File: src/hw/gb80_pkg.sv
package gb80_pkg;

   // Basic data and address words
   typedef logic [7:0]  byte_t;
   typedef logic [15:0] addr_t;

   // Address split into page and offset bytes
   typedef struct packed {
      byte_t page;
      byte_t offset;
   } addr_parts_t;

   // One address word seen two ways
   // Raw word for range compares, page and offset for indexing
   typedef union packed {
      addr_t       raw;
      addr_parts_t part;
   } addr_u;

   // Number of interrupt sources
   localparam int IRQ_COUNT = 5;

   // One bit per interrupt source
   // Bit 0 vblank (highest priority)
   // Bit 1 lcdc
   // Bit 2 tima
   // Bit 3 serial
   // Bit 4 hilo (lowest priority)
   typedef logic [IRQ_COUNT-1:0] irq_bits_t;

   // High RAM window starts here
   localparam addr_t HRAM_BASE = 16'hFF80;

   // Default high RAM size in bytes
   // Fills FF80 up to FFFE
   localparam int HRAM_DEPTH_DEFAULT = 127;

   // Interrupt enable register address
   localparam addr_t MMIO_IE = 16'hFFFF;

   // Jump vector of source 0
   localparam byte_t IRQ_VECTOR_BASE = 8'h40;

   // Distance between consecutive vectors
   localparam byte_t IRQ_VECTOR_STRIDE = 8'h08;

   // Master enable state out of reset
   localparam logic IME_RESET_VALUE = 1'b1;

endpackage

File: src/hw/interrupt_ctrl.sv
module interrupt_ctrl import gb80_pkg::*; (
   input  logic      clock,
   input  logic      reset,

   // Flag register sources
   input  irq_bits_t if_set,
   input  logic      if_load,
   input  irq_bits_t if_in,

   // Enable register sources
   input  logic      ie_load,
   input  irq_bits_t ie_in,
   input  logic      ie_write,
   input  irq_bits_t ie_wdata,

   // Service and master enable control
   input  logic      irq_ack,
   input  logic      ime_set,
   input  logic      ime_reset,

   // Status
   output logic      irq,
   output byte_t     irq_vector,
   output irq_bits_t if_data,
   output irq_bits_t ie_data,
   output logic      ime
);

   // Flags that are both raised and enabled
   irq_bits_t pending;

   // Index of the winning source
   logic [2:0] sel;
   logic       found;

   // All ones except the serviced bit
   irq_bits_t clear_mask;

   // Flag register input after load and ack
   irq_bits_t if_base;

   assign pending = if_data & ie_data;

   // Fixed priority, lowest bit wins
   // Walk from the top so the lowest set bit is kept last
   always_comb begin
      sel   = '0;
      found = 1'b0;
      for (int i = IRQ_COUNT - 1; i >= 0; i--) begin
         if (pending[i]) begin
            sel   = 3'(i);
            found = 1'b1;
         end
      end
   end

   // Mask out only the selected source
   assign clear_mask = found ? ~(irq_bits_t'(1) << sel) : '1;

   // Vector is base plus stride per source, zero when idle
   assign irq_vector = found ? IRQ_VECTOR_BASE + IRQ_VECTOR_STRIDE * byte_t'(sel) : '0;

   // Request needs the master enable
   assign irq = ime && found;

   // Load first then clear on ack
   assign if_base = (if_load ? if_in : if_data) & (irq_ack ? clear_mask : '1);

   // Flag register
   // New requests ORed in last so they are never lost
   always_ff @(posedge clock or posedge reset) begin
      if (reset) begin
         if_data <= '0;
      end else begin
         if_data <= if_base | if_set;
      end
   end

   // Enable register
   // Memory write beats the direct load
   always_ff @(posedge clock or posedge reset) begin
      if (reset) begin
         ie_data <= '0;
      end else if (ie_write) begin
         ie_data <= ie_wdata;
      end else if (ie_load) begin
         ie_data <= ie_in;
      end
   end

   // Master enable, set beats reset
   always_ff @(posedge clock or posedge reset) begin
      if (reset) begin
         ime <= IME_RESET_VALUE;
      end else if (ime_set) begin
         ime <= 1'b1;
      end else if (ime_reset) begin
         ime <= 1'b0;
      end
   end

endmodule

File: config.mk
export PLATFORM = sky130hd
export DESIGN_NAME = interrupt_ctrl
export DESIGN_NICKNAME = d
export VERILOG_FILES = /design/src/hw/gb80_pkg.sv /design/src/hw/interrupt_ctrl.sv
export SDC_FILE = /design/constraint.sdc
export NUM_CORES = 1
export LEC_CHECK = 0
export BUFFER_PORTS_ARGS = -buffer_cell sky130_fd_sc_hd__buf_4
export CAP_MARGIN = 20
export CORE_MARGIN = 2
export CORE_UTILIZATION = 39
export DETAILED_ROUTE_END_ITERATION = 10
export MAX_ROUTING_LAYER = met4
export PLACE_DENSITY = 0.77
export SLEW_MARGIN = 20
export SYNTH_ARGS = -nofsm -noshare
export SYNTH_HDL_FRONTEND = slang
export SYNTH_SLANG_ARGS = --single-unit
File: constraint.sdc
create_clock -name clock -period 2 [get_ports clock]
set_clock_uncertainty 0.2 [all_clocks]
set_input_delay 0.5 -clock clock [delete_from_list [all_inputs] [get_ports clock]]
set_output_delay 0.5 -clock clock [all_outputs]
set_load 0.1 [all_outputs]
==> flow_metrics.tcl <==
set metrics [dict create \
    status "complete, but fails checks" \
    violations "negative setup slack" \
    fin_area_mm2 0.00125 \
    critPathMaxStageDelay_ns 0.47 \
    synth_area_leaders "dfrtp_1 38%, mux2i_1 14%, nand2_1 6.8%" \
    final_max_slew_viol_count 0 \
    yosysTopAreaCell "dfrtp_1" \
    yosys_warnings 0 \
    cts_buffer_depth 2 \
    cp.required_ns 1.30 \
    fillerInstances 102 \
    synthFlopType "dfrtp_1" \
    clk_latency_ns 0.26 \
    cts_hold_buf 0 \
    syn-cell-area_um2 662 \
    hold_violations 0 \
    cts_buffers 3 \
    gp_congestion 0.753 \
    synth_most_common_cell "nand2_1" \
    synth-seq-cells 11 \
    nets 151 \
    design.portCount 48 \
    grtUsageTotal 0.231 \
    rsz0062_at_grt "true" \
    min_period_over_period 1.10 \
    die_area_mm2 0.00204 \
    drv_cap 0 \
    r2r_start "if_data[2]$_DFF_PP0_" \
    period_needed_ns 2.20 \
    drt_first_iter_violations 4 \
    critical_path_buf_inv_count 1 \
    m1WireLength_um 767 \
    p_leak_nw 0.598 \
    grt_pass1_wl_um 3220 \
    cp.depth 4 \
    p_per_area_mw_per_mm2 782 \
    asyncSetResetFlopFracSynth 1.00 \
    grt_max_degree 12 \
    critical_path_class "register to primary output" \
    setup_violations 5 \
    grt_pass1_vias 745 \
    worstPathArrival_ns 1.50 \
    crit_path_max_fanout 4 \
    ir_worst_vdd_v 0.000465 \
    cts-root-buf "clkbuf_4" \
    seq_area_frac_synth 0.418 \
    antenna_found_initial 0 \
    top_layer "met4" \
    fin_cells 138 \
    reg2reg_depth 5 \
    seqCellArea_um2 315 \
    coreArea_mm2 0.00154 \
    syn_area_per_cell_um2 9.59 \
    dp_hpwl_um 1490 \
    drive_gt1_frac 0.664 \
    synthCells 69 \
    post-route-drc-count 0 \
    cp-start-kind "register" \
    via_per_inst 5.01 \
    start_util 0.429 \
    cp-end-kind "primary output" \
    dr_wl_met2_um 1050 \
    die_h_um 45.2 \
    crit_family "flip-flops" \
    r2r_setup_slack_ns 0.45 \
    path_cells "a22oi_2 > and3_4 > and2b_4 > buf_12" \
    met3WireLength_um 122 \
    rows 14 \
    r2r_end "if_data[2]$_DFF_PP0_" \
    chipWidth_um 45.2 \
    ant_nets 0 \
    synth.distinct_cells 26 \
    min_path_type "input port to asynchronous set/reset pin" \
    placed_cells 132 \
    n_antenna_cell 0 \
    cpMaxStageDelayCell "dfrtp_4" \
    route.detailed.wl_per_inst_um 14.2 \
    synth_edf_count 0 \
    worstSetupStartpoint "ie_data[1]$_DFFE_PP0P_" \
    drtPass1Iterations 4 \
    cts_tree "done" \
    setup_ws_ns -0.202 \
    routed_wl_um 1960 \
    clock_sinks 11 \
    via_count 692 \
    port_buffers 43 \
    synthTopCellsByCount "12 x nand2_1, 10 x dfrtp_1, 9 x mux2i_1" \
    grt.overflow.total 0 \
    area.growth.synth_to_final_pct 89.2 \
    path_clk_slew_ns 0.06 \
    postPlaceCellArea_mm2 0.00111 \
    crit_path_end "irq_vector[5]" \
    fmax_ghz 0.454 \
    multi_input_area_um2 413 \
    ctsHtreeMaxLevel 1 \
    fin_setup_tns_ns -0.623 \
    synth_top_area_frac 0.378 \
]
-- repair_timing --
action | 4_1_cts | 5_1_grt
pin swaps | 7 | 5
resized for setup | 25 | 0
hold endpoints to repair | 0 | 0
buffers inserted | 3 | 1
setup endpoints to repair | 5 | 5
-- state kept, by name (all words and copies together) (netlist names) --
name / flops
ie_data: 5
if_data: 5
ime: 1
-- power by group --
part,internal [W],switching [W]
clock network,0.0000770,0.0000664
registers,0.000254,0.0000214
logic,0.000186,0.000374
-- area by class of cell --
type,count,share of cell area
Inverter,2,0.00599
Tap cell,16,0.0160
Timing Repair Buffer,54,0.376
Sequential cell,11,0.252
Multi-Input combinational cell,51,0.330
Clock buffer,4,0.0210
-- per-layer routing --
| layer | up-vias | track usage |
|---|---|---|
| li1 | 338 | - |
| met1 | 325 | 0.258 |
| met2 | 27 | 0.391 |
| met3 | 2 | 0.0240 |
| met4 | 0 | 0.141 |
| met5 | - | - |
-- layout by cell type (no fill, tap or decap) --
cell	n
a211oi_1	1
a21boi_2	1
a21boi_4	2
a21o_1	1
a21oi_1	1
a21oi_4	1
a22oi_2	1
a31oi_1	2
a41oi_1	2
and2b_4	1
and3_4	1
buf_12	4
buf_4	46
buf_6	4
clkbuf_1	1
clkbuf_4	3
conb_1	4
dfrtp_2	1
dfrtp_4	9
dfstp_4	1
inv_1	2
mux2i_1	9
nand2_1	7
nand2_2	1
nand2_4	4
nand3_4	1
nor2b_1	1
nor3b_1	1
o21ai_0	5
or2_1	4
-- stage by stage --
stage | utilization | setup slack, ns | hold slack (ns) | total power (W)
after CTS | 0.822 | -0.214 | 0.0221 | 0.000988
after global placement | 0.722 | 0.00795 | 0.307 | 0.000771
after global routing | 0.813 | -0.249 | 0.0432 | 0.00102
after floorplan | - | -0.210 | 0.152 | 0.000654
final | 0.813 | -0.202 | 0.0180 | 0.000979
after detailed placement | 0.722 | -0.0207 | 0.307 | 0.000778
-- how the worst min path moves through the flow --
stage | cells after the start | slack (ns) | end | start
after floorplan | 1 | 0.15 | ie_data[0]$_DFFE_PP0P_ | reset
after detailed placement | 2 | 0.31 | ie_data[4]$_DFFE_PP0P_ | reset
after CTS | 2 | 0.02 | ie_data[0]$_DFFE_PP0P_ | reset
final | 2 | 0.02 | if_data[0]$_DFF_PP0_ | reset
after global routing | 2 | 0.04 | ie_data[4]$_DFFE_PP0P_ | reset
after global placement | 2 | 0.31 | ie_data[4]$_DFFE_PP0P_ | reset
-- worst register-to-register path, cell delays in order, from the launching register on --
cell and delay [ns]:
dfrtp_4 0.48, buf_6 0.13, buf_4 0.14, mux2i_1 0.19, a41oi_1 0.07, or2_1 0.23
-- cells by family (layout without fill, tap and decap cells) --
group / count (synthesis) / count (layout) / share of synthesized area
and+or+nand+nor: 21 / 21 / 0.163
AOI/OAI and AO/OA: 17 / 17 / 0.180
DFF: 11 / 11 / 0.418
buffers and inverters: 10 / 60 / 0.0983
muxes: 9 / 9 / 0.136
other: 1 / 4 / 0.00567
Note: power is estimated with default switching activity, not from simulation.
