$ cat config.mk
export PLATFORM = sky130hd
export DESIGN_NAME = high_ram_flat
export DESIGN_NICKNAME = d
export VERILOG_FILES = /design/src/hw/gb80_pkg.sv /design/src/hw/hram_port_if.sv /design/src/hw/high_ram.sv /design/src/flat_wrapper.sv
export SDC_FILE = /design/constraint.sdc
export NUM_CORES = 1
export LEC_CHECK = 0
export ABC_AREA = 1
export BUFFER_PORTS_ARGS = -buffer_cell sky130_fd_sc_hd__buf_2
export CELL_PAD_IN_SITES_DETAIL_PLACEMENT = 1
export CELL_PAD_IN_SITES_GLOBAL_PLACEMENT = 2
export CORE_UTILIZATION = 44
export CTS_BUF_LIST = sky130_fd_sc_hd__clkbuf_2
export DETAILED_ROUTE_END_ITERATION = 10
export PLACE_DENSITY = 0.95
export SLEW_MARGIN = 15
export SYNTH_ARGS = -nofsm -noshare
export SYNTH_HDL_FRONTEND = slang
export SYNTH_SLANG_ARGS = --single-unit
$ cat constraint.sdc
create_clock -name clock -period 3.18 [get_ports clock]
set_input_delay 0.795 -clock clock [delete_from_list [all_inputs] [get_ports clock]]
set_output_delay 0.795 -clock clock [all_outputs]
set_load 0.01 [all_outputs]
$ cat src/hw/gb80_pkg.sv
package gb80_pkg;

   // Basic data and address words
   typedef logic [7:0]  byte_t;
   typedef logic [15:0] addr_t;

   // Address split into page and offset bytes
   typedef struct packed {
      byte_t page;
      byte_t offset;
   } addr_parts_t;

   // One address word seen two ways
   // Raw word for range compares, page and offset for indexing
   typedef union packed {
      addr_t       raw;
      addr_parts_t part;
   } addr_u;

   // Number of interrupt sources
   localparam int IRQ_COUNT = 5;

   // One bit per interrupt source
   // Bit 0 vblank (highest priority)
   // Bit 1 lcdc
   // Bit 2 tima
   // Bit 3 serial
   // Bit 4 hilo (lowest priority)
   typedef logic [IRQ_COUNT-1:0] irq_bits_t;

   // High RAM window starts here
   localparam addr_t HRAM_BASE = 16'hFF80;

   // Default high RAM size in bytes
   // Fills FF80 up to FFFE
   localparam int HRAM_DEPTH_DEFAULT = 127;

   // Interrupt enable register address
   localparam addr_t MMIO_IE = 16'hFFFF;

   // Jump vector of source 0
   localparam byte_t IRQ_VECTOR_BASE = 8'h40;

   // Distance between consecutive vectors
   localparam byte_t IRQ_VECTOR_STRIDE = 8'h08;

   // Master enable state out of reset
   localparam logic IME_RESET_VALUE = 1'b1;

endpackage

$ cat src/hw/hram_port_if.sv
interface hram_port_if import gb80_pkg::*; ();

   // Write strobe for one cycle
   logic  we;

   // Read strobe for one cycle
   logic  re;

   // Byte index into the RAM array
   logic [6:0] index;

   // Byte to store on we
   byte_t wdata;

   // Byte at index while re is high
   byte_t rdata;

   // Address decoder side
   modport decoder (
      output we, re, index, wdata,
      input  rdata
   );

   // RAM array side
   modport ram (
      input  we, re, index, wdata,
      output rdata
   );

endinterface

$ cat src/hw/high_ram.sv
module high_ram import gb80_pkg::*; #(
   parameter int hram_depth = HRAM_DEPTH_DEFAULT
) (
   input  logic         clock,
   hram_port_if.ram     port
);

   // Storage array
   byte_t mem [hram_depth];

   // Index inside the array
   logic  index_ok;

   // Guard against indices past the last entry
   assign index_ok = int'(port.index) < hram_depth;

   // Synchronous write
   always_ff @(posedge clock) begin
      if (port.we && index_ok) begin
         mem[port.index] <= port.wdata;
      end
   end

   // Combinational read
   // Output held at zero when not selected
   always_comb begin
      if (port.re && index_ok) begin
         port.rdata = mem[port.index];
      end else begin
         port.rdata = '0;
      end
   end

endmodule

$ cat src/flat_wrapper.sv
// flat-port wrapper written by rule: the top's interface ports become plain ports
module high_ram_flat import gb80_pkg::*;
#(
   parameter int hram_depth = HRAM_DEPTH_DEFAULT
)
  (clock, port_we, port_re, port_index, port_wdata, port_rdata);
  hram_port_if port_i ();
  input  logic clock;
  input wire logic [$bits(port_i.we)-1:0] port_we;
  input wire logic [$bits(port_i.re)-1:0] port_re;
  input wire logic [$bits(port_i.index)-1:0] port_index;
  input wire logic [$bits(port_i.wdata)-1:0] port_wdata;
  output wire logic [$bits(port_i.rdata)-1:0] port_rdata;
  assign port_i.we = port_we;
  assign port_i.re = port_re;
  assign port_i.index = port_index;
  assign port_i.wdata = port_wdata;
  assign port_rdata = port_i.rdata;
  high_ram #(.hram_depth(hram_depth)) u_core (.clock(clock), .port(port_i));
endmodule
==> flow_summary_export.csv, run 1 <==
group,metric,value,unit
finish,largest_reg_flops,1016,
yosys,yosysTopAreaCellShare,70.6,%
sta,slew_viol_final,0,
cts,clock-sinks,1016,
pwr,ir_drop,0.334,mV
grt,grt.total_usage,27.7,%
die,die_y,315,um
drt,vias,32900,
die,num_rows,114,
sta,hold_viol_final,0,
cts,cts_buffer_depth,4,
finish,reg.largest.list,"u_core.mem x1016",
place,portBuffers,25,
flow_run,drv_cap,0,
die,die_x,315,um
grt,grt_pass1_wl,206,mm
finish,fillers,10900,
yosys,synth_seq_area_share,70.6,%
finish,layout_common_cells,"nand2_1 (2,622), edfxtp_1 (1,016), clkbuf_2 (377)",
sta,setup_tns,-6800,ps
finish,area_growth,17.1,%
yosys,ys_seq_elements,1016,
critical_path,crit_top_cell,"nor2_1",
cts,tritoncts,"done",
critical_path,slowest_stage,"edfxtp_1",
finish,fin_util,52.2,%
finish,nets,4803,
yosys,netlist_top_cells_area,"edfxtp_1 (71%), nand2_1 (24%), nor2_1 (1.6%), buf_2 (1.6%), nand3_1 (0.71%)",
critical_path,cp.required,2380,ps
die,coreArea,97000,sq um
pwr,leakagePower,0.0219,uW
sta,min_period_over_period,128,%
drt,drt_iter0_drc,2823,
drt,drc,0,
yosys,yosysWarnings,0,
yosys,synth_fp_nets,4326,
finish,layout-drive-gt1-share,18.9,%
drt,via_per_inst,5.28,
finish,multi_input_area,11900,sq um
cts,clk_pin_slew,100,ps
yosys,syn_inst,4308,
finish,regMostFlops,"u_core.mem",
finish,regArea,30500,sq um
grt,grt_max_degree,64,
sta,period_needed,4060,ps
place,gp_congestion,0.846,
sta,setup_ws,-879,ps
grt,first_global_vias,35200,
yosys,avgSynthCellArea,10.0,sq um
critical_path,cp-end-kind,"output pin",
yosys,synthDistinctLibCells,17,
sta,slew_headroom,32.8,%
status,status,"complete, but fails checks",
sta,setup_viol,8,
critical_path,critPathArrivalTime,3260,ps
die,die-area,99400,sq um
drt,ant_nets,0,
grt,grt_antenna_before_repair,2,
sta,fmax,0.246,GHz
status,violations,"negative setup slack",
drt,detail_route.wirelength,137,mm
die,pin_count,26,
pwr,powerDensity,512,nW/um^2
yosys,synth_area_leader_cell,"edfxtp_1",
critical_path,critPathLaunchType,"register",
cts,cts_buffers,277,
min_path,min_path_type,"input pin to register",
critical_path,path_class,"register to output pin",
sta,worst_pin_slew,1010,ps
drt,wl_per_cell,22.0,um
critical_path,path_cells,"or2_4, nand3_2, nand2_2, nor2_4, nor2_1, nor2_1, nand2_1, nand2_1, nand3_1, nor2_1, nor2_1, buf_4, buf_6",
cts,htreeDepth,5,
drt,dr.pass1.iters,7,
grt,grt_overflow,0,
finish,final_common_cell,"nand2_1",
critical_path,path_max_fanout,1,
die,initial_core_util,44.5,%
cts,clock-root-buffer,"clkbuf_2",
critical_path,max_stage_delay,420,ps
yosys,syn-cell-area,43200,sq um
sta,rsz0062_at_grt,"yes",
place,hpwlAfterDp,87.6,mm
metal layers:
layer / routed length, um / track usage (%)
met5: 0 / 0
met2: 65800 / 45.4
met4: 3910 / 10.2
met1: 57300 / 36.9
met3: 9720 / 5.07
power by group:
part / total (uW) / switching, uW / internal [uW]
combinational: 2280 / 1580 / 693
sequential: 14800 / 13.6 / 14800
clock: 8840 / 5370 / 3470
total: 25900 / 6970 / 18900
metrics by stage:
stage / std cells / hold WS (ps) / setup WS [ps] / instance area [sq um] / power, uW
detailed placement: 5778 / 1270 / -1000 / 47800 / 17200
finish: 6220 / 275 / -879 / 50600 / 25900
global route: 6218 / 186 / -1140 / 50600 / 26800
floorplan: 4308 / 894 / 276 / 43200 / 16000
CTS: 6219 / 110 / -1050 / 50400 / 26000
global placement: 5778 / 1250 / -1020 / 47800 / 17100
final cells by class:
| cell class | count | share of cell area, % |
|---|---|---|
| inverters | 74 | 0.584 |
| clock inverters | 58 | 0.656 |
| flip-flops and latches | 1016 | 60.3 |
| diodes | 3 | 0.0148 |
| multi-input cells | 3005 | 23.6 |
| clock buffers | 377 | 3.73 |
| well taps | 1276 | 3.16 |
| repair buffers | 411 | 7.93 |
timing repair:
item                       4_1_cts  5_1_grt
cloned                           0        0
gates resized for setup        127       58
setup endpoints to repair        8        8
pin swaps                       50       48
buffers inserted                 0        0
hold endpoints to repair       747        0
hold buffers                     9        0
cell families after synthesis:
logic type / after synthesis / share of synthesized area, %
and+or+nand+nor: 2964 / 26.0
DFF: 1016 / 70.6
buffers and inverters: 287 / 2.90
AOI/OAI and AO/OA: 41 / 0.495
synth_stat cells (all sizes together):
| cell | count |
|---|---|
| nand3 | 61 |
| edfxtp | 1016 |
| o211ai | 1 |
| inv | 73 |
| a21oi | 6 |
| buf | 167 |
| nor2 | 189 |
| clkbuf | 46 |
| nand2 | 2707 |
| clkinv | 1 |
| or2 | 4 |
| a21boi | 1 |
| o21ai | 33 |
| nand4 | 3 |
final timing paths:
| kind | cells past startpoint | end | startpoint | slack, ps |
|---|---|---|---|---|
| worst max-delay path | 13 | port_rdata[6] | u_core.mem[44][6] | -880 |
| worst min-delay path | 6 | u_core.mem[22][6] | port_index[4] | 270 |
worst max-delay path: cells and delay by family (launching register included):
family	cells	cell delay (ps)
DFF	1	420
and+or+nand+nor	11	1090
buffers and inverters	2	310
Note: power is estimated with default switching activity, not from simulation.
==> inputs of run 2 (changes only) <==
--- a/config.mk
+++ b/config.mk
@@ -12,6 +12,7 @@
 export CORE_UTILIZATION = 44
 export CTS_BUF_LIST = sky130_fd_sc_hd__clkbuf_2
 export DETAILED_ROUTE_END_ITERATION = 10
+export MAX_ROUTING_LAYER = met4
 export PLACE_DENSITY = 0.95
 export SLEW_MARGIN = 15
 export SYNTH_ARGS = -nofsm -noshare
==> run 2 against run 1 <==
Against the previous run: the flow still finishes with violations (negative setup slack); largest cell class unchanged; die area unchanged; critical path depth increased by 1; sequential power about the same.
==> flow_summary_export.csv, run 2 (synthesis results as in run 1) <==
group,metric,value,unit
critical_path,path_class,"register to output pin",
finish,layout_common_cells,"nand2_1 (2,628), edfxtp_1 (1,016), clkbuf_2 (377)",
cts,cts_buffer_depth,4,
sta,setup_tns,-6990,ps
pwr,switching_share,27.0,%
pwr,sequentialPowerShare,57.0,%
sta,setup_ws,-928,ps
die,coreArea,97000,sq um
sta,rsz0062_at_grt,"yes",
finish,area_growth,17.0,%
cts,htreeDepth,5,
die,die_x,315,um
grt,first_global_vias,35200,
sta,period_needed,4110,ps
die,pin_count,26,
critical_path,critPathArrivalTime,3310,ps
critical_path,cp.required,2380,ps
pwr,switchingPower,6990,uW
critical_path,path_max_fanout,2,
cts,cts_buffers,277,
pwr,p_int,18900,uW
die,initial_core_util,44.5,%
die,die-area,99400,sq um
critical_path,cp-end-kind,"output pin",
sta,worst_pin_slew,1020,ps
pwr,powerDensity,513,nW/um^2
pwr,finalPower,25900,uW
sta,slew_headroom,32.2,%
drt,detail_route.wirelength,137,mm
drt,drt_iter0_drc,2967,
pwr,leakagePower,0.0219,uW
finish,nets,4804,
grt,grt_max_degree,64,
finish,reg.largest.list,"u_core.mem x1016",
pwr,p_comb_share,8.8,%
place,gp_congestion,0.859,
drt,vias,32900,
drt,ant_nets,0,
drt,drc,0,
grt,grt_overflow,0,
cts,clk_pin_slew,100,ps
pwr,ir_drop,0.331,mV
flow_run,drv_cap,0,
sta,setup_viol,8,
drt,via_per_inst,5.28,
drt,dr.pass1.iters,8,
cts,tritoncts,"done",
die,num_rows,114,
sta,fmax,0.243,GHz
place,hpwlAfterDp,87.6,mm
cts,cts_setup_buffers,0,
die,die_y,315,um
grt,grt_antenna_before_repair,3,
status,status,"complete, but fails checks",
cts,clock-sinks,1016,
grt,grt_pass1_wl,206,mm
finish,final_common_cell,"nand2_1",
cts,clock-root-buffer,"clkbuf_2",
place,portBuffers,25,
sta,slew_viol_final,0,
finish,regArea,30500,sq um
sta,hold_viol_final,0,
pwr,clkPwrFrac,34.2,%
finish,regMostFlops,"u_core.mem",
finish,layout-drive-gt1-share,18.7,%
critical_path,critPathLaunchType,"register",
status,violations,"negative setup slack",
grt,grt.total_usage,28.6,%
drt,wl_per_cell,22.0,um
finish,largest_reg_flops,1016,
sta,min_period_over_period,129,%
min_path,min_path_type,"input pin to register",
finish,multi_input_area,11900,sq um
finish,fillers,11000,
finish,fin_util,52.1,%
[run 2: cell type report]
cell class	instances	share of cell area, %
Antenna cell	4	0.0198
Clock buffer	377	3.73
Clock inverter	58	0.656
Inverter	74	0.584
Multi-Input combinational cell	3005	23.5
Sequential cell	1016	60.4
Tap cell	1276	3.16
Timing Repair Buffer	412	7.95
[run 2: path summary, 6_finish.rpt]
kind | to | start | slack [ps] | cells past startpoint
max | port_rdata[5] | u_core.mem[53][5] | -930 | 14
min | u_core.mem[22][6] | port_index[4] | 250 | 6
[run 2: worst max-delay path, stage by stage, from the launching register on]
cell	delay, ps
edfxtp_1	390
nand2_1	80
nand2_1	70
nand2_1	70
nand2_1	50
nand2_1	90
nand2_2	110
nand2_1	90
nand2_2	130
o21ai_1	160
nand2_1	90
nor2_2	110
nor2_1	70
buf_4	180
buf_2	130
[run 2: through the flow]
| stage | instances | worst slack [ps] | hold slack [ps] | instance area (sq um) |
|---|---|---|---|---|
| final | 6222 | -928 | 245 | 50500 |
| after global routing | 6220 | -1160 | 186 | 50500 |
| after CTS | 6219 | -1050 | 110 | 50400 |
| after detailed placement | 5778 | -1000 | 1270 | 47800 |
| after global placement | 5778 | -1020 | 1250 | 47800 |
| after floorplan | 4308 | 276 | 894 | 43200 |
[run 2: per-layer routing]
layer	vias up	global-route usage, %	part of all wire (%)
met2	1219	45.5	48
met4	0	10.1	2.7
met3	260	4.89	6.9
met1	16400	37.0	42
met5	-	-	0
li1	15000	-	-
[run 2: power by group through the flow]
stage	registers [uW]	logic, uW	clock network [uW]
global placement	15100	2070	0
detailed placement	15100	2140	0
floorplan	15100	969	0
finish	14800	2270	8860
global route	14800	2440	9600
CTS	14800	2230	9040
[run 2: repair_timing]
item,4_1_cts,5_1_grt
endpoints found under the setup margin,8,8
hold endpoints to repair,747,0
pin swaps,50,44
cloned,0,0
hold buffers,9,0
gates resized for setup,127,44
